==> src/source/mem_settings.svh <==
// Memory subsystem settings
// Widths, buffer depths and host latencies shared by the driver, the
// read reorder buffer and the host memory model
`ifndef MEM_SETTINGS_SVH
`define MEM_SETTINGS_SVH

// Line address and line data widths
// The host model holds 2**MEM_ADDR_W lines
`define MEM_ADDR_W 6
`define MEM_DATA_W 64

// Read tags index the reorder buffer, so the depth is 2**MEM_TAG_W
`define MEM_TAG_W 4
`define MEM_ROB_DEPTH 16

// Host read return latency in cycles, chosen by line address bit 0
`define MEM_RD_LAT_EVEN 2
`define MEM_RD_LAT_ODD 6

// Host write ack latency in cycles, chosen by line address bit 0
`define MEM_WR_LAT_EVEN 3
`define MEM_WR_LAT_ODD 2

// Writes allowed in flight before the client sees write ready drop
`define MEM_MAX_WR_OUT 4

`endif

==> src/source/mem_pkg.sv <==
// Memory subsystem types
// Line address, line data and tag vectors, the write ack count and the
// state of one reorder buffer slot

`include "mem_settings.svh"

package mem_pkg;

    // ====================================================================
    // Vector types
    // ====================================================================

    // One cache line address, in units of whole lines
    typedef logic [`MEM_ADDR_W-1:0] mem_addr_t;

    // One full line of data
    typedef logic [`MEM_DATA_W-1:0] mem_data_t;

    // Read tag, which is also the reorder buffer slot index
    typedef logic [`MEM_TAG_W-1:0] mem_tag_t;

    // Write acks per cycle
    // Both host channels may ack in the same cycle, so the count reaches 2
    typedef logic [1:0] wr_ack_cnt_t;

    // ====================================================================
    // Reorder buffer slot state
    // ====================================================================

    // A slot is free, waits for its host completion, or holds data that
    // has not yet been released in request order
    typedef enum logic [1:0]
    {
        SLOT_FREE = 2'd0,
        SLOT_WAIT = 2'd1,
        SLOT_FULL = 2'd2
    } slot_state_e;

endpackage

==> src/source/mem_client_drv.sv <==
// Client memory driver
// Forwards client line reads to the reorder buffer and line writes to
// host channel 1, limits writes in flight and sums the host write acks
`timescale 1ns/10ps

`include "mem_settings.svh"

module mem_client_drv
(
    input  logic                clk,
    input  logic                resetb,

    // Client read request and in-order response
    input  mem_pkg::mem_addr_t  mem_read_req_addr,
    input  logic                mem_read_req_enable,
    output logic                mem_read_req_rdy,
    output logic                mem_read_rsp_rdy,
    output mem_pkg::mem_data_t  mem_read_rsp_data,

    // Client write request and ack count
    input  mem_pkg::mem_addr_t  mem_write_addr,
    input  mem_pkg::mem_data_t  mem_write_data,
    input  logic                mem_write_enable,
    output logic                mem_write_rdy,
    output mem_pkg::wr_ack_cnt_t mem_write_ack,

    // Reorder buffer side
    output logic                rd_req_valid,
    output mem_pkg::mem_addr_t  rd_req_addr,
    input  logic                rd_alm_full,
    input  logic                rsp_valid,
    input  mem_pkg::mem_data_t  rsp_data,

    // Host channel 1 write requests and acks from both channels
    output logic                c1_tx_valid,
    output mem_pkg::mem_addr_t  c1_tx_addr,
    output mem_pkg::mem_data_t  c1_tx_data,
    input  logic                c0_rx_wr_valid,
    input  logic                c1_rx_wr_valid
);

    import mem_pkg::*;

    // Wide enough to hold 0 to MEM_MAX_WR_OUT
    localparam int WR_CNT_W = $clog2(`MEM_MAX_WR_OUT + 1);

    logic [WR_CNT_W-1:0] wr_out;
    logic                wr_accept;

    // ====================================================================
    // Read path
    // ====================================================================

    // Reads go straight to the reorder buffer, which tags them
    assign rd_req_valid = mem_read_req_enable;
    assign rd_req_addr = mem_read_req_addr;
    assign mem_read_req_rdy = !rd_alm_full;

    // Responses are already in request order here
    assign mem_read_rsp_rdy = rsp_valid;
    assign mem_read_rsp_data = rsp_data;

    // ====================================================================
    // Write path
    // ====================================================================

    assign c1_tx_valid = mem_write_enable;
    assign c1_tx_addr = mem_write_addr;
    assign c1_tx_data = mem_write_data;

    // Odd lines ack on channel 0 and even lines on channel 1
    assign mem_write_ack = wr_ack_cnt_t'(c0_rx_wr_valid) + wr_ack_cnt_t'(c1_rx_wr_valid);

    assign wr_accept = mem_write_enable && mem_write_rdy;
    assign mem_write_rdy = (wr_out < WR_CNT_W'(`MEM_MAX_WR_OUT));

    // Writes in flight, up on each accepted write and down by the ack count
    always_ff @(posedge clk)
    begin
        if (!resetb)
            wr_out <= '0;
        else
            wr_out <= wr_out + WR_CNT_W'(wr_accept) - WR_CNT_W'(mem_write_ack);
    end

    // The client must hold enable low whenever the matching ready is low
    a_rd_enable_rdy: assert property (@(posedge clk) disable iff (!resetb)
        mem_read_req_enable |-> mem_read_req_rdy)
        else $error("mem_client_drv: read enable while not ready");

    a_wr_enable_rdy: assert property (@(posedge clk) disable iff (!resetb)
        mem_write_enable |-> mem_write_rdy)
        else $error("mem_client_drv: write enable while not ready");

    // The host may only ack writes that were sent in an earlier cycle
    a_wr_no_underflow: assert property (@(posedge clk) disable iff (!resetb)
        WR_CNT_W'(mem_write_ack) <= wr_out)
        else $error("mem_client_drv: more write acks than writes in flight");

endmodule

==> config.mk <==
export PLATFORM = sky130hd
export DESIGN_NAME = mem_client_drv
export DESIGN_NICKNAME = d
export VERILOG_FILES = /design/src/source/mem_pkg.sv /design/src/source/mem_client_drv.sv
export VERILOG_INCLUDE_DIRS = /design/src /design/src/source
export SDC_FILE = /design/constraint.sdc
export NUM_CORES = 1
export LEC_CHECK = 0
export BUFFER_PORTS_ARGS = -buffer_cell sky130_fd_sc_hd__buf_2
export CAP_MARGIN = 15
export CORE_AREA = 8 8 109 111
export CTS_BUF_LIST = sky130_fd_sc_hd__clkbuf_8 sky130_fd_sc_hd__clkbuf_16
export DETAILED_ROUTE_END_ITERATION = 6
export DIE_AREA = 0 0 117 119
export GPL_ROUTABILITY_DRIVEN = 0
export SLEW_MARGIN = 20
export SYNTH_ARGS = -nofsm -noshare
export SYNTH_HDL_FRONTEND = slang
export SYNTH_SLANG_ARGS = --single-unit
==> constraint.sdc <==
create_clock -name clk -period 2.1 [get_ports clk]
set_input_delay 0.105 -clock clk [delete_from_list [all_inputs] [get_ports clk]]
set_output_delay 0.105 -clock clk [all_outputs]
set_load 0.02 [all_outputs]
# Word-level counts from Yosys, hierarchy flattened
# Index checks and enable logic that the tools add are counted.
[classes]
add_sub_neg = 3
multipliers = 0
div_mod_pow = 0
magnitude_cmp = 1
eq_ne = 0
shifts = 0
n_mux = 0
n_bitwise = 0
reduce_logical = 2
[op_table]
columns = ["operator", "n"]
rows = [
  ["$add 3x1->3", 1],
  ["$lt 3x3->1 const B", 1],
  ["$sub 3x2->3", 1],
  ["$add 1x1->2", 1],
  ["$logic_and 1x1->1", 1],
  ["$logic_not 1->1", 1],
]
[word_totals]
regBits = 3
latch_bits = 0
ramBits = 0
romBits = 0
inputBits = 148
elab_cells = 7
mem_count = 0

# Longest topological paths before layout
[depth]
depth_word = 4
depth_mapped = 8

# Least setup slack after synthesis
# No wires, ideal clock.
[synth_timing]
path_kind = "register to register"
from = "register wr_out[2]"
to = "register wr_out[2]"
arrival_time_ns = 1.840
t_required_ns = 1.985
setup_slack_ns = 0.145
stages_incl_launch_ff = 9
path_buffers = 0
synth_period_minus_slack_ns = 1.955
path_cell_list = "dfxtp_1 -> inv_1 -> nand2_1 -> ha_1 -> inv_1 -> ha_1 -> fa_1 -> xnor3_1 -> and2_1"
[synth_via]
elab_chain_cells = 4
[synth_rtl]
columns = ["element", "line_no", "rtl"]
rows = [
  ["start, declared", "mem_client_drv.sv:47", "logic [WR_CNT_W-1:0] wr_out;"],
  ["start signal, assigned", "mem_client_drv.sv:83", "wr_out <= wr_out + WR_CNT_W'(wr_accept) - WR_CNT_W'(mem_write_ack);"],
  ["$lt 3x3->1", "mem_client_drv.sv:75", "assign mem_write_rdy = (wr_out < WR_CNT_W'(`MEM_MAX_WR_OUT));"],
  ["via mem_write_rdy", "mem_client_drv.sv:24", "output logic mem_write_rdy,"],
  ["$logic_and 1x1->1", "mem_client_drv.sv:74", "assign wr_accept = mem_write_enable && mem_write_rdy;"],
  ["$add 3x1->3", "mem_client_drv.sv:83", ""],
  ["$sub 3x2->3", "mem_client_drv.sv:83", ""],
]
# The timed path passes the listed nets, and every way through them passes these cells.
# A chain may end at the register's enable or synchronous reset.

# Final worst setup path
[layout_timing]
from = "register wr_out[2]"
to = "register wr_out[2]"
[layout_via]
elab_chain_cells = 4
[layout_rtl]
columns = ["element", "line_no"]
rows = [
  ["$lt 3x3->1", "mem_client_drv.sv:75"],
  ["$logic_and 1x1->1", "mem_client_drv.sv:74"],
  ["$add 3x1->3 (*)", "mem_client_drv.sv:83"],
  ["$sub 3x2->3 (*)", "mem_client_drv.sv:83"],
]
# Every way passes the cells marked *; elsewhere a longest branch is shown, timed or not.

==> flow_summary.yaml <==
sta:
  final-setup-viol-count: 0
  slew_headroom_pct: 92.1
  tightest_slew_ns: 0.119
  finalMaxSlewViolations: 0
  setup_tns_ns: 0
  finalClockSkew_ns: 0.00127
  whs_ns: 0.130
  hold_viol_final: 0
  rsz0062_at_grt: "false"
  post-route-period-util_pct: 89.7
  fin_crit_ns: 1.88
  max_freq_mhz: 531
grt:
  antenna_found_initial: 0
  first_global_vias: 476
  overflow: 0
  grt_first_pass_wirelength_mm: 3.63
  grt_max_degree: 4
  gr-usage-all-layers_pct: 3.91
placed_design:
  dp_hpwl_mm: 2.63
  io_buffers: 10
  placed_area_um2: 414
synthesis:
  syn_nets: 314
  netlist_top_cells_count: "buf_4 (143), inv_1 (5), ha_1 (4)"
  yosysWarnings: 0
  avgSynthCellArea_um2: 7.87
  synth.area.top_cells: "buf_4 (85%), dfxtp_1 (4.7%), ha_1 (3.9%), xnor3_1 (1.8%), fa_1 (1.6%)"
  synth_flop_cell: "dfxtp_1"
  synth_area_um2: 1270
  yosysMostFrequentCell: "buf_4"
  ys_seq_area_share_pct: 4.74
  yosysTopAreaCell: "buf_4"
  syn_inst: 161
  async_flop_share_pct: 0
  synth-edff-count: 0
  netlist.area_leader.share_pct: 84.7
  ys_types: 8
  synth-seq-cells: 3
layout:
  top_register: "wr_out"
  n_fill_cell: 1241
  area_delta_synth_final_pct: -63.8
  largest_reg_flops: 3
  drive_above_1_share_pct: 40.6
  antenna_cells: 0
  fin_nets: 186
  fin_area_um2: 459
  reg_top3: "wr_out: 3 flops"
routing:
  routedWlPerCell_um: 18.2
  viasPerCell: 2.21
  drc: 0
  highest_layer: "met4"
  antenna_left: 0
  met1_length_um: 241
  wl_met3_mm: 1.12
  drt_iter0_drc: 1
  drt_pass1_iterations: 2
  routed_wl_mm: 3.06
  vias: 371
  wl_met2_um: 975
die:
  core_um2: 10100
  die_area_um2: 13900
  die_w_um: 117
  ios: 295
  initial_core_util_pct: 12.6
  die_y_um: 119
  rows: 37
power_and_ir_drop:
  ir_worst_vdd_uv: 425
  p_leak_nw: 0.174
  p_per_area_nw_per_um2: 905
clock_network:
  clk_latency_ns: 0.21
  cts-root-buf: "clkbuf_8"
  cts_setup_buffers: 0
  clkTransAtPathRegs_ns: 0.03
  htreeDepth: 1
  cts_buffers: 3
  cts_tree: "built"
  post_cts_resized: 0
  hold_buffers: 0
  clockBufferDepth: 2
  cts.sink_count: 3
setup_path:
  ff2ff_setup_slack_ns: 0.22
  worstPathRequired_ns: 2.20
  worst-setup-path-type: "register to register"
  worst_setup_path_end_kind: "register"
  crit_arrival_ns: 1.99
  path_max_fanout: 2
  critPathLaunchType: "register"
outcome:
  status: "completed"
run:
  maxCapViolations: 0
min_path:
  min_path_type: "input pin to register"
==> worst paths after layout <==
kind | start | end | cells past startpoint
setup / recovery | wr_out[2] | wr_out[2] | 8
hold / removal | resetb | wr_out[1] | 2
setup reg to reg | wr_out[2] | wr_out[2] | 8
hold reg to reg | wr_out[0] | wr_out[0] | 2
==> critical path, cell delays in order (launching register included) <==
cell and delay [ns]:
dfxtp_1 0.31, inv_1 0.07, nand2_1 0.05, ha_1 0.26
inv_1 0.04, ha_1 0.18, fa_1 0.36, xnor3_1 0.35
and2_1 0.16
==> layer usage <==
metal / GRT usage, % / vias to the layer above
met5: 0 / -
met4: 10.2 / 0
met3: 5.91 / 82
met2: 3.92 / 109
met1: 0.737 / 98
li1: - / 82
==> layout by cell type (no fill, tap or decap), drive strengths merged <==
cell	n
buf	10
inv	6
ha	4
and2	3
clkbuf	3
dfxtp	3
nand2	1
xnor3	1
fa	1
==> cell families after synthesis <==
| kind of cell | count (synthesis) | share of synthesized area [%] |
|---|---|---|
| buffers and inverters | 148 | 86.2 |
| AND/OR/NAND/NOR | 4 | 1.78 |
| flip-flops | 3 | 4.74 |
| XOR/XNOR | 1 | 1.78 |
| adder cells (fa/ha/maj) | 5 | 5.53 |
==> stage by stage <==
stage	power (mW)	cells	worst slack [ns]	util, %
3_3_place_gp	0.251	164	0.144	4.10
2_1_floorplan	0.614	161	0.145	-
3_5_place_dp	0.259	164	0.102	4.10
5_1_grt	0.451	168	0.110	4.55
6_report	0.416	168	0.216	4.55
4_1_cts	0.427	168	0.200	4.55
==> area by class of cell <==
cell class | instances | area [µm²] | area share (%)
tap | 136 | 170 | 37.1
multi-input combinational | 10 | 115 | 25.1
inverter | 5 | 18.8 | 4.09
timing repair buffer | 10 | 50.0 | 10.9
clock buffer | 3 | 41.3 | 8.99
clock inverter | 1 | 3.75 | 0.817
sequential | 3 | 60.1 | 13.1
==> power by group <==
part           switching [mW]  internal, mW
Sequential             0.0115        0.0830
Combinational          0.0687        0.0930
Clock                  0.0352         0.124
Total                   0.115         0.300
Power figures use the tool's default switching activity.
