$ cat src/source/mem_settings.svh
// Memory subsystem settings
// Widths, buffer depths and host latencies shared by the driver, the
// read reorder buffer and the host memory model
`ifndef MEM_SETTINGS_SVH
`define MEM_SETTINGS_SVH

// Line address and line data widths
// The host model holds 2**MEM_ADDR_W lines
`define MEM_ADDR_W 6
`define MEM_DATA_W 64

// Read tags index the reorder buffer, so the depth is 2**MEM_TAG_W
`define MEM_TAG_W 4
`define MEM_ROB_DEPTH 16

// Host read return latency in cycles, chosen by line address bit 0
`define MEM_RD_LAT_EVEN 2
`define MEM_RD_LAT_ODD 6

// Host write ack latency in cycles, chosen by line address bit 0
`define MEM_WR_LAT_EVEN 3
`define MEM_WR_LAT_ODD 2

// Writes allowed in flight before the client sees write ready drop
`define MEM_MAX_WR_OUT 4

`endif

$ cat src/source/mem_pkg.sv
// Memory subsystem types
// Line address, line data and tag vectors, the write ack count and the
// state of one reorder buffer slot

`include "mem_settings.svh"

package mem_pkg;

    // ====================================================================
    // Vector types
    // ====================================================================

    // One cache line address, in units of whole lines
    typedef logic [`MEM_ADDR_W-1:0] mem_addr_t;

    // One full line of data
    typedef logic [`MEM_DATA_W-1:0] mem_data_t;

    // Read tag, which is also the reorder buffer slot index
    typedef logic [`MEM_TAG_W-1:0] mem_tag_t;

    // Write acks per cycle
    // Both host channels may ack in the same cycle, so the count reaches 2
    typedef logic [1:0] wr_ack_cnt_t;

    // ====================================================================
    // Reorder buffer slot state
    // ====================================================================

    // A slot is free, waits for its host completion, or holds data that
    // has not yet been released in request order
    typedef enum logic [1:0]
    {
        SLOT_FREE = 2'd0,
        SLOT_WAIT = 2'd1,
        SLOT_FULL = 2'd2
    } slot_state_e;

endpackage

$ cat src/source/rsp_sorter.sv
// Read response sorter
// Tags each read with a reorder buffer slot, stores out-of-order host
// completions by tag and releases them to the driver in request order
`timescale 1ns/10ps

`include "mem_settings.svh"

module rsp_sorter
(
    input  logic               clk,
    input  logic               resetb,

    // Read requests from the driver
    input  logic               rd_req_valid,
    input  mem_pkg::mem_addr_t rd_req_addr,
    output logic               rd_alm_full,

    // Tagged requests to host channel 0
    output logic               c0_tx_valid,
    output mem_pkg::mem_addr_t c0_tx_addr,
    output mem_pkg::mem_tag_t  c0_tx_tag,

    // Host completions, in any order
    input  logic               c0_rx_rd_valid,
    input  mem_pkg::mem_tag_t  c0_rx_tag,
    input  mem_pkg::mem_data_t c0_rx_data,

    // In-order responses to the driver
    output logic               rsp_valid,
    output mem_pkg::mem_data_t rsp_data
);

    import mem_pkg::*;

    slot_state_e slot_state [`MEM_ROB_DEPTH];
    mem_data_t   slot_data [`MEM_ROB_DEPTH];

    // Allocate pointer hands out tags, release pointer marks the oldest read
    mem_tag_t  alloc_ptr;
    mem_tag_t  rel_ptr;

    logic      head_hit;
    logic      head_full;
    logic      release_head;
    logic      rx_store;
    mem_data_t release_data;

    // ====================================================================
    // Allocation
    // ====================================================================

    // Slots are taken and freed in ring order, so a busy slot under the
    // allocate pointer means every slot is in use
    assign rd_alm_full = (slot_state[alloc_ptr] != SLOT_FREE);

    // The request goes to the host in the cycle it is accepted
    assign c0_tx_valid = rd_req_valid;
    assign c0_tx_addr = rd_req_addr;
    assign c0_tx_tag = alloc_ptr;

    // ====================================================================
    // Completion and release
    // ====================================================================

    // A completion for the head slot bypasses storage and goes out on the
    // next cycle
    assign head_hit = c0_rx_rd_valid && (c0_rx_tag == rel_ptr);
    assign head_full = (slot_state[rel_ptr] == SLOT_FULL);
    assign release_head = head_full || head_hit;
    assign release_data = head_hit ? c0_rx_data : slot_data[rel_ptr];

    // Completions behind the head wait in their slot
    assign rx_store = c0_rx_rd_valid && !head_hit;

    always_ff @(posedge clk)
    begin
        if (!resetb)
        begin
            for (int i = 0; i < `MEM_ROB_DEPTH; i++)
                slot_state[i] <= SLOT_FREE;
            alloc_ptr <= '0;
            rel_ptr <= '0;
            rsp_valid <= 1'b0;
        end
        else
        begin
            if (rd_req_valid)
            begin
                slot_state[alloc_ptr] <= SLOT_WAIT;
                alloc_ptr <= alloc_ptr + 1'b1;
            end

            if (rx_store)
                slot_state[c0_rx_tag] <= SLOT_FULL;

            // At most one slot leaves per cycle, always the oldest one
            if (release_head)
            begin
                slot_state[rel_ptr] <= SLOT_FREE;
                rel_ptr <= rel_ptr + 1'b1;
            end

            rsp_valid <= release_head;
        end
    end

    // Line storage and the registered response data
    always_ff @(posedge clk)
    begin
        if (rx_store)
            slot_data[c0_rx_tag] <= c0_rx_data;
        rsp_data <= release_data;
    end

    // The host must only complete reads that are still outstanding
    a_rx_tag_waiting: assert property (@(posedge clk) disable iff (!resetb)
        c0_rx_rd_valid |-> (slot_state[c0_rx_tag] == SLOT_WAIT))
        else $error("rsp_sorter: completion for tag %0d not in flight", c0_rx_tag);

    // The driver must stall reads while the buffer is full
    a_no_req_when_full: assert property (@(posedge clk) disable iff (!resetb)
        rd_req_valid |-> !rd_alm_full)
        else $error("rsp_sorter: read request while reorder buffer full");

endmodule
$ cat config.mk
export PLATFORM = sky130hd
export DESIGN_NAME = rsp_sorter
export DESIGN_NICKNAME = d
export VERILOG_FILES = /design/src/source/mem_pkg.sv /design/src/source/rsp_sorter.sv
export VERILOG_INCLUDE_DIRS = /design/src /design/src/source
export SDC_FILE = /design/constraint.sdc
export NUM_CORES = 1
export LEC_CHECK = 0
export BUFFER_PORTS_ARGS = -buffer_cell sky130_fd_sc_hd__buf_2
export CAP_MARGIN = 10
export CORE_UTILIZATION = 34
export CTS_BUF_LIST = sky130_fd_sc_hd__clkbuf_4
export DETAILED_ROUTE_END_ITERATION = 8
export PLACE_DENSITY = 0.49
export SLEW_MARGIN = 5
export SYNTH_ARGS = -nofsm -noshare
export SYNTH_HDL_FRONTEND = slang
export SYNTH_SLANG_ARGS = --single-unit
$ cat constraint.sdc
create_clock -name clk -period 11.1 [get_ports clk]
set_clock_uncertainty 0.15 [all_clocks]
set_input_delay 3.33 -clock clk [delete_from_list [all_inputs] [get_ports clk]]
set_output_delay 3.33 -clock clk [all_outputs]
set_load 0.05 [all_outputs]
[Word-level counts from Yosys, hierarchy flattened]
Memories as Yosys holds them, arrays and structs flattened. A register that Yosys moved wholly into a read port is not among the register bits.
Cells that the tools add are included.
Cells by class
  add/sub/neg operators: 2
  equal/unequal tests: 2
  multiplexer cells: 27
  reductions and logical operators: 8
Operator list (count)
  64-bit two-way mux: 1
  4-bit two-way mux: 9
  1-bit two-way mux: 14
  4-bit by 1-bit adder with 4-bit output (second input constant): 2
  2-bit two-way mux: 3
  2-bit OR reduction: 3
  4-bit equality test: 1
  2-bit equality test (second input constant): 1
  1-bit logical AND: 2
  2-bit nonzero test: 1
  1-bit logical NOT: 1
  1-bit logical OR: 1
Storage, ports and cells
  register bits: 73
  RAM bits: 1056
  bits of input ports: 78
  output and inout port bits: 77
  logic and storage cells: 45
  memories: 2
Memories
  slot_data: depth 16, width 64, read ports 1, clocked after Yosys merged registers in 1, wr ports 1, line rsp_sorter.sv:36  | mem_data_t slot_data [`MEM_ROB_DEPTH];
  slot_state: depth 16, width 2, read ports 2, clocked after Yosys merged registers in 2, wr ports 16, line rsp_sorter.sv:35  | slot_state_e slot_state [`MEM_ROB_DEPTH];

[Logic depth before layout (Yosys ltp)]
Gate-level depths: netlist (run 1).
  word-level depth: 9
  gate-level depth with buffers: 9
  mapped depth without buffers: 6

[Worst setup path after synthesis (run 1)]
Ideal clock, no wire load.
  kind: input to register
  from: input c0_rx_tag[2]
  to: memory slot_state[1][1] (netlist bit)
  arrival: 9.834 ns
  path slack: 1.021 ns
  stages on the path: 5
  path buffers: 1
  cells stage by stage: xnor2_1 clkbuf_1 a311oi_1 o21ai_0 a31oi_1
RTL lines
  start: declaration: line rsp_sorter.sv:25  | input mem_pkg::mem_tag_t c0_rx_tag,
  end: declaration: line rsp_sorter.sv:35

[Worst setup path after layout (run 1)]
  from: input rd_req_valid
  to: output c0_tx_valid
RTL lines
  start: declaration: line rsp_sorter.sv:14  | input logic rd_req_valid,
  end: declaration: line rsp_sorter.sv:19  | output logic c0_tx_valid,
No word-level cell between the ends.

==> results.txt, run 1 <==
The total global-route track usage is 0.162. The maximum buffer depth of the clock tree came out at 4. For this run, the register share of the synthesized area comes to 0.749.

The worst-case reg-to-reg path depth came out at 5. The number of max-slew violations in the final report is 0. The count of antenna-violating nets left after detailed routing came out at 0. The die covers 131000 um2. The maximum net fanout on the critical path is 9. The number of hold-repair buffers added at the cts stage is 0. The critical path's largest stage delay came out at 0.30 ns. Input and output buffers added on the ports amount to 142.

The standard cell with the maximum stage delay on the critical path is buf_2. For the worst-skew pair, the clock arrives at the later sink with an insertion delay of 1.17 ns. The worst setup path is captured at a primary output. In the synthesized netlist the async set-or-reset flop fraction comes to 0. The cell area power density came out at 175 nW/um2. The top-level I/O count came out at 155. The final count of negative-setup-slack endpoints came out at 0. The number of buffers inserted by post-CTS setup repair came out at 0. The critical path goes through buf_2 -> buf_2. The net count reported at finish came out at 2358. The number of antenna violations at the first check in global routing was 19. The H-tree was split into 5 levels. The via total after detailed routing came out at 21300. The total overflow left after global routing is 0. The post-synthesis sequential element count is 1137. The post-synthesis cell type with the largest combined area is edfxtp_1. The final design utilization came out at 0.396. In this run the mean area of a mapped cell was 23.4 um2.

In this run, synthesis inferred 1024 flip-flops with an integrated enable. The flow ran to the end, and the final reports show no timing, DRC or antenna violations. The root cell of the clock tree is clkbuf_4. The floorplan die width is 362 um. After technology mapping, the gate count stands at 1883. The sink count of the clock tree came out at 1137. The switching component of the power came out at 1.96 mW. The number of endpoints with negative hold slack in the final report came to 0. The first-iteration detailed-routing DRC count came out at 1601.

The HPWL reported at the end of detailed placement came out at 53100 um. The maximum achievable frequency is 137 MHz. The weighted congestion at the end of routability-driven global placement came out at 0.783. The core outline area is 128000 um2. STA classifies the critical path startpoint as an input port. The logic depth of the worst path, buffers included came out at 2. The analysis attributes to cell leakage a power of 16.5 nW. The cell family contributing the most delay on the critical path is buffers and inverters. The origin of the worst min-delay path is slot_state[13][1]. The number of gates resized after CTS was 0. Setup repair after global routing left no endpoint under its margin. The number of global-route vias before repair came out at 23500. The startpoint of the most critical setup path is rd_req_valid. The setup total negative slack came out at 0 ns. The internal portion of the total power is 6.91 mW. The fraction of final layout cells sized beyond drive strength 1 came out at 0.375. The combinational share of power came out at 0.047. The Yosys step of the flow raised 0 warnings. At the worst endpoint, the required time is 7.62 ns.

In the post-synthesis netlist, the biggest area contributors are edfxtp_1, mux4_2, mux4_1. STA puts the critical path data arrival time at 3.81 ns. The DRC violation count after routing came out at 0. The worst path needs 7.29 ns of the cycle, external delays included. The number of cells traversed by the worst hold path is 2. The synthesized netlist contains 49 unique library cells.

The number of fillers in the final layout came out at 11500. The sum of routed wire length over all layers is 105000 um. The type of the worst setup path is in -> out.

The number of standard-cell rows in the floorplan is 131. For this configuration, the core starts out at a cell density of 0.344. Across the run, the number of max-cap violations was 0. For the pin with the worst max-slew slack, the measured transition is 1.15 ns.

The average via count per standard cell is 5.05. The fraction of synthesized cell area taken by the top area cell type came out at 0.698. The clock network fraction of total power is 0.414. The maximum VDD drop came out at 94.3 uV.

Of the total power, registers draw 0.539. In this run the vertical extent of the chip is 362 um. After clock tree synthesis, the clock-pin slew on the worst setup and hold paths is 0.06 ns.

The number of buffers inserted during clock tree synthesis came out at 314. The path class of the lowest-slack min-delay path is reg -> reg. The post-synth design cell area came out at 44100 um2. The maximum number of pins on one net before global-route repair came out at 157. The net count of the mapped netlist came out at 1969. In the finished design, the share of the clock period the worst path needs comes to 0.657.

The average wire per cell in the routed design is 24.8 um. The layout-stage area growth over the synthesis result came out at 15.0%. The worst slew margin relative to its limit came out at 0.230.

In the synthesized netlist the dominant register cell turns out to be edfxtp_1. The first-pass GRT wire length is 154000 um. By instance count, the cell type seen most on the critical path is buf_2. TritonCTS built the clock tree. Before antenna repair, the detailed router went through 5 iterations.

The net switching fraction of the power is 0.221. The number of buffers and inverters on the critical path came out at 2.
stage by stage:
stage / instance area [um2] / setup WS (ns) / instances / power (mW) / hold slack, ns
4_1_cts: 50700 / 3.79 / 4224 / 9.04 / 0.405
5_1_grt: 50700 / 3.77 / 4225 / 9.29 / 0.426
3_3_place_gp: 46800 / 3.80 / 3685 / 5.29 / 0.374
6_report: 50700 / 3.81 / 4227 / 8.87 / 0.405
2_1_floorplan: 44100 / 1.02 / 1883 / 5.15 / 0.360
3_5_place_dp: 46800 / 3.79 / 3685 / 5.30 / 0.396
synthesized netlist by cell type, types with 10 or more instances:
master and number:
edfxtp_1 1024, mux4_2 175, mux4_1 146, dfxtp_1 113, mux2_4 61, clkbuf_1 34, a21oi_1 33, buf_2 31
nor2_1 28, a31oi_1 24, buf_6 21, o21ai_0 16, nand2_1 15, a21boi_0 13, a311oi_1 10, nor3_1 10
cell type report:
cell class	instances	area, um2	area share
sequential	1137	33000	0.652
multi-input combinational	630	10500	0.207
clock buffer	461	3460	0.0683
tap	1729	2160	0.0427
timing repair buffer	184	1040	0.0205
clock inverter	78	438	0.00864
inverter	5	18.8	0.000370
antenna	3	7.51	0.000148
flip-flops by register name, indices dropped and copies added, names as in the netlist, named ones only:
signal	flops
rel_ptr	4
rsp_data	64
slot_state	32
c0_tx_tag	4
slot_data	1024
rsp_valid	1
worst reg2reg max path, cell delays in order, from the launching register on:
cell and delay (ns):
dfxtp_4 0.75, buf_4 0.85, buf_4 1.00, mux4_1 0.76, mux4_2 0.51, mux2_4 0.27
cell usage in the layout (no fill, tap or decap), types with 5 or more instances in the layout:
master,synthesis,routed
mux4_2,175,175
nand3_1,6,5
a31oi_1,24,24
inv_1,5,5
clkinv_2,0,11
a21boi_0,13,13
edfxtp_1,1024,1024
a211oi_1,7,7
clkinv_1,0,60
a311oi_4,0,8
nor2_1,28,20
and3_1,9,9
o21ai_0,16,16
a21oi_1,33,33
nor2_4,0,8
clkbuf_4,0,461
nor3_1,10,10
or3b_2,5,5
mux2_4,61,61
ha_1,8,8
nand2_1,15,15
dfxtp_1,113,109
nor3b_1,8,8
mux4_1,146,146
bufinv_16,0,5
or3_1,9,9
buf_2,31,142
buf_4,8,41
power groups by stage:
stage	Clock, mW	Sequential [mW]	Combinational, mW
after detailed placement	0	4.88	0.422
after floorplan	0	4.92	0.227
after CTS	3.83	4.79	0.423
after global routing	4.06	4.79	0.443
after global placement	0	4.88	0.414
final	3.67	4.79	0.415
path summary, 6_finish.rpt:
path,to,slack [ns]
worst max register to register,rsp_data[42],6.70
worst max-delay path,c0_tx_valid,3.81
worst min-delay path,slot_state[13][1],0.40
worst min register to register,slot_state[13][1],0.40
per-layer routing:
metal / track usage / wire, um
met5: 0 / 77
met4: 0.0578 / 2200
met3: 0.0472 / 6630
met2: 0.257 / 50500
met1: 0.210 / 45400
kinds of logic (layout without fill, tap and decap cells):
kind of cell    after synthesis  after routing  share of synthesized area
flops                      1137           1137                      0.749
mux                         389            389                      0.199
simple gates                116            116                     0.0150
buf+inv                     116            728                     0.0177
compound gates              110            110                     0.0157
fa+ha+maj                     8              8                    0.00227
xor+xnor                      7              7                    0.00139
other cells                   0              3                          0
Note: power is estimated with default switching activity, not from simulation.
==> inputs of run 2 (changes only) <==
--- a/config.mk
+++ b/config.mk
@@ -6,12 +6,13 @@
 export SDC_FILE = /design/constraint.sdc
 export NUM_CORES = 1
 export LEC_CHECK = 0
+export ABC_AREA = 1
 export BUFFER_PORTS_ARGS = -buffer_cell sky130_fd_sc_hd__buf_2
 export CAP_MARGIN = 10
 export CORE_UTILIZATION = 34
 export CTS_BUF_LIST = sky130_fd_sc_hd__clkbuf_4
 export DETAILED_ROUTE_END_ITERATION = 8
-export PLACE_DENSITY = 0.49
+export PLACE_DENSITY = 0.51
 export SLEW_MARGIN = 5
 export SYNTH_ARGS = -nofsm -noshare
 export SYNTH_HDL_FRONTEND = slang
==> constraint.sdc (replaced) <==
create_clock -name clk -period 6.36 [get_ports clk]
set_clock_uncertainty 0.15 [all_clocks]
set_input_delay 1.908 -clock clk [delete_from_list [all_inputs] [get_ports clk]]
set_output_delay 1.908 -clock clk [all_outputs]
set_load 0.05 [all_outputs]
==> run 2 against run 1 <==
Net effect: sequential power up 82%; via count increased by 38%; sequential share of layout area shrank 0.24 points; routed wire length up 21%; die area up 0.80%; first-iteration DRC count increased by 52%; global-route usage grew 3.0 points; cell area grew 0.37%; critical path depth rose by 5; worst setup slack lost 2.5 ns; utilization fell by 0.36 points.
==> results.txt, run 2 <==
The detailed-router iteration count before antenna repair came out at 5 (unchanged). Based on the critical path, the design can be clocked at up to 196 MHz. The minimum period implied by the final worst setup slack is 5.10 ns.

The number of enable-type register cells in the synthesized netlist came out at 1024 (unchanged). The average via count per standard cell is 5.18 (was 5.05). The number of warnings printed during yosys synthesis is 0 (unchanged). The share of synthesized registers carrying an async set or reset came out at 0 (unchanged).

The number of standard-cell rows in the floorplan is 132 (was 131). The transition time at the pin with the least slew margin was 1.19 ns (was 1.15 ns). The average footprint of a synthesized cell was 12.9 um2 (was 23.4 um2). The number of endpoints with negative hold slack in the final report came out at 0 (unchanged). Synth top area cells: edfxtp_1, dfxtp_1, o221ai_1 (was edfxtp_1, mux4_2, mux4_1). The net count of the mapped netlist is 3536 (was 1969). The critical path required time is 4.30 ns (was 7.62 ns).

The number of flip-flops under the largest register name came out at 1024 (unchanged). The worst-case reg-to-reg path depth is 8 (was 5). The deepest level of the CTS H-tree came out at 5 (unchanged). The number of buffers inserted by post-CTS setup repair came out at 0 (unchanged). The y dimension of the die is 364 um (was 362 um). The DRC violation count after routing came out at 0 (unchanged). The number of I/O port buffers came out at 142 (unchanged).

The overflow left after global routing is 0 (unchanged). The endpoint of the worst register-to-register path is rsp_data[35] (was rsp_data[42]). The reg-to-reg setup timing slack came out at 2.49 ns (was 6.70 ns). The fraction of final layout cells sized beyond drive strength 1 came out at 0.185 (was 0.375).

The largest register by flop count was slot_data (unchanged). The most common cell in the synthesized netlist is edfxtp_1 (unchanged). The number of max-slew violations in the final report is 0 (unchanged). The count of antenna-violating nets left after detailed routing is 0 (unchanged). The sink count of the clock tree was 1137 (unchanged). Most frequent cells in the layout: edfxtp_1, nor2_1, clkbuf_4, o21ai_0, nand2_1 (was edfxtp_1, clkbuf_4, mux4_2, mux4_1, buf_2).

In the finished design, the share of the clock period the worst path needs comes to 0.801. The number of cells upsized or downsized after cts is 0 (unchanged). The maximum buffer depth of the clock tree is 4 (unchanged). The die outline area is 132000 um2 (was 131000 um2). The clock transition time at the flip-flop clock pins of the worst setup and hold paths came to 0.07 ns (was 0.06 ns). The number of antenna violations at the first check in global routing came out at 8 (was 19). The average wire per cell in the routed design came out at 22.3 um (was 24.8 um). The final count of negative-setup-slack endpoints came out at 0 (unchanged). The sequential-to-total area share from yosys stat is 0.743 (was 0.749). The synthesized instance count came out at 3450 (was 1883).

The path class of the lowest-slack min-delay path is reg -> reg (unchanged). The post-place setup slack came to 1.57 ns (was 3.79 ns). The setup total negative slack is 0 ns (unchanged). The number of global-route vias before repair is 29500 (was 23500).

The number of cells traversed by the worst hold path is 2 (unchanged). The layout-stage area growth over the synthesis result was 14.5% (was 15.0%). The first-pass GRT wire length came out at 189000 um (was 154000 um). The maximum number of pins on one net before global-route repair came out at 164 (was 157). The initial standard-cell utilization of the core came out at 0.343 (was 0.344). The post-synthesis cell type count came to 33 (was 49). The maximum net fanout on the critical path is 9 (unchanged). The worst slew margin relative to its limit came out at 0.209 (was 0.230). The core outline area is 130000 um2 (was 128000 um2). Setup repair after global routing missed its margin: no (unchanged). The origin of the worst min-delay path is slot_state[12][1] (was slot_state[13][1]). The category of the worst setup path capture point was a primary output (unchanged). The cell area power density came to 389 nW/um2 (was 175 nW/um2). The top-level I/O count came out at 155 (unchanged). The via total after detailed routing is 29500 (was 21300). Result of the run: finished clean (unchanged). The static power due to leakage came out at 17.5 nW (was 16.5 nW). The weighted congestion at the end of routability-driven global placement came to 0.776 (was 0.783). The maximum VDD drop came out at 216 uV (was 94.3 uV). Registers with the highest flip-flop counts: slot_data x1024, rsp_data x64, slot_state x32 (unchanged). The number of buffers inserted during clock tree synthesis came out at 324 (was 314).

The end point of the most critical hold path is slot_state[12][1] (was slot_state[13][1]). The worst path setup slack after routing is 1.26 ns (was 3.81 ns). The fraction of synthesized cell area taken by the top area cell type came out at 0.692 (was 0.698). The root cell of the clock tree is clkbuf_4 (unchanged). The first-iteration detailed-routing DRC count came out at 2430 (was 1601). The floorplan die width came out at 364 um (was 362 um). The sum of routed wire length over all layers came out at 127000 um (was 105000 um). The HPWL reported at the end of detailed placement was 64600 um (was 53100 um). The top flip-flop cell by instance count after synthesis is edfxtp_1 (unchanged). The post-synthesis cell type with the largest combined area is edfxtp_1 (unchanged). The later-pin clock latency in the skew report came out at 1.22 ns (was 1.17 ns). The commonest non-fill, non-tap cell in the layout is edfxtp_1 (unchanged).

The post-synth design cell area came out at 44400 um2 (was 44100 um2). The type of the worst setup path is reg -> out (was in -> out). The net count reported at finish is 3806 (was 2358). The arrival time reported for the critical path endpoint came out at 3.04 ns (was 3.81 ns).

Commonest cells post-synth: edfxtp_1, nor2_1, o21ai_0 (was edfxtp_1, mux4_2, mux4_1). The number of hold-repair buffers added at the cts stage came out at 0 (unchanged). The max-cap violation count is 0 (unchanged). The post-synthesis sequential element count came out at 1137 (unchanged).

The total global-route track usage came to 0.191 (was 0.162). The TritonCTS clock tree is built (unchanged). The sort of element at the start of the critical path is a flop (was input port).
[run 2: cell count changes after synthesis, moves of 129 or more]
cell      before  now
mux4_2       175    0
o21ai_1        0  129
nor2_1        28  575
nand2_1       15  343
o21ai_0       16  414
o221ai_1       0  253
nand3_1        6  208
mux4_1       146    0
[run 2: final cells by class]
cell class / instances / area (um2)
inverter: 91 / 367
sequential: 1137 / 33000
clock buffer: 493 / 3700
multi-input combinational: 1976 / 9960
timing repair buffer: 190 / 1260
tap: 1742 / 2180
clock inverter: 52 / 349
fill: 12400 / 78800
antenna: 6 / 15.0
[run 2: worst max-delay path by stage]
stage / cells after the start / slack (ns) / startpoint / endpoint
2_1_floorplan: 7 / 0.56 / c0_rx_tag[1] / slot_data[0][0]
3_3_place_gp: 9 / 1.58 / c0_rx_tag[1] / slot_data[4][34]
3_5_place_dp: 9 / 1.57 / c0_rx_tag[0] / slot_data[4][34]
4_1_cts: 7 / 1.06 / flop / rd_alm_full
5_1_grt: 7 / 0.98 / flop / rd_alm_full
6_report: 7 / 1.26 / flop / rd_alm_full
[run 2: where the power goes]
part | switching (mW) | internal (mW)
clock network | 2.98 | 3.70
registers | 0.243 | 8.46
logic | 3.33 | 1.04
[run 2: metrics by stage]
step,area [um2],std cells,util,power [mW],hold WS (ns)
detailed placement,46800,5136,0.361,13.3,0.368
global placement,46800,5136,0.361,13.3,0.365
floorplan,44400,3450,-,11.9,0.343
CTS,50800,5681,0.392,20.0,0.378
finish,50900,5687,0.392,19.8,0.383
global route,50800,5685,0.392,20.8,0.399
[run 2: metal layers]
metal / global-route usage / routed length [um] / up-vias
met5: 0 / 13 / -
met4: 0.0630 / 2620 / 2
met3: 0.0424 / 7580 / 181
met2: 0.311 / 60900 / 917
met1: 0.252 / 55900 / 14800
li1: - / - / 13500
[run 2: kinds of logic after synthesis]
logic type | count (synthesis) | synth area share
DFF | 1137 | 0.743
AOI/OAI and AO/OA | 822 | 0.115
adders and majority gates | 8 | 0.00225
and+or+nand+nor | 1139 | 0.103
xor gates and xnor gates | 7 | 0.00138
buffers and inverters | 337 | 0.0358
[run 2: critical path, cell delays in order, from the launching register on]
cell     delay [ns]
dfxtp_1        0.57
inv_1          0.27
o21ai_0        0.13
and2_1         0.17
nor2_1         0.05
o31ai_1        0.31
o21ai_0        0.12
buf_2          0.23
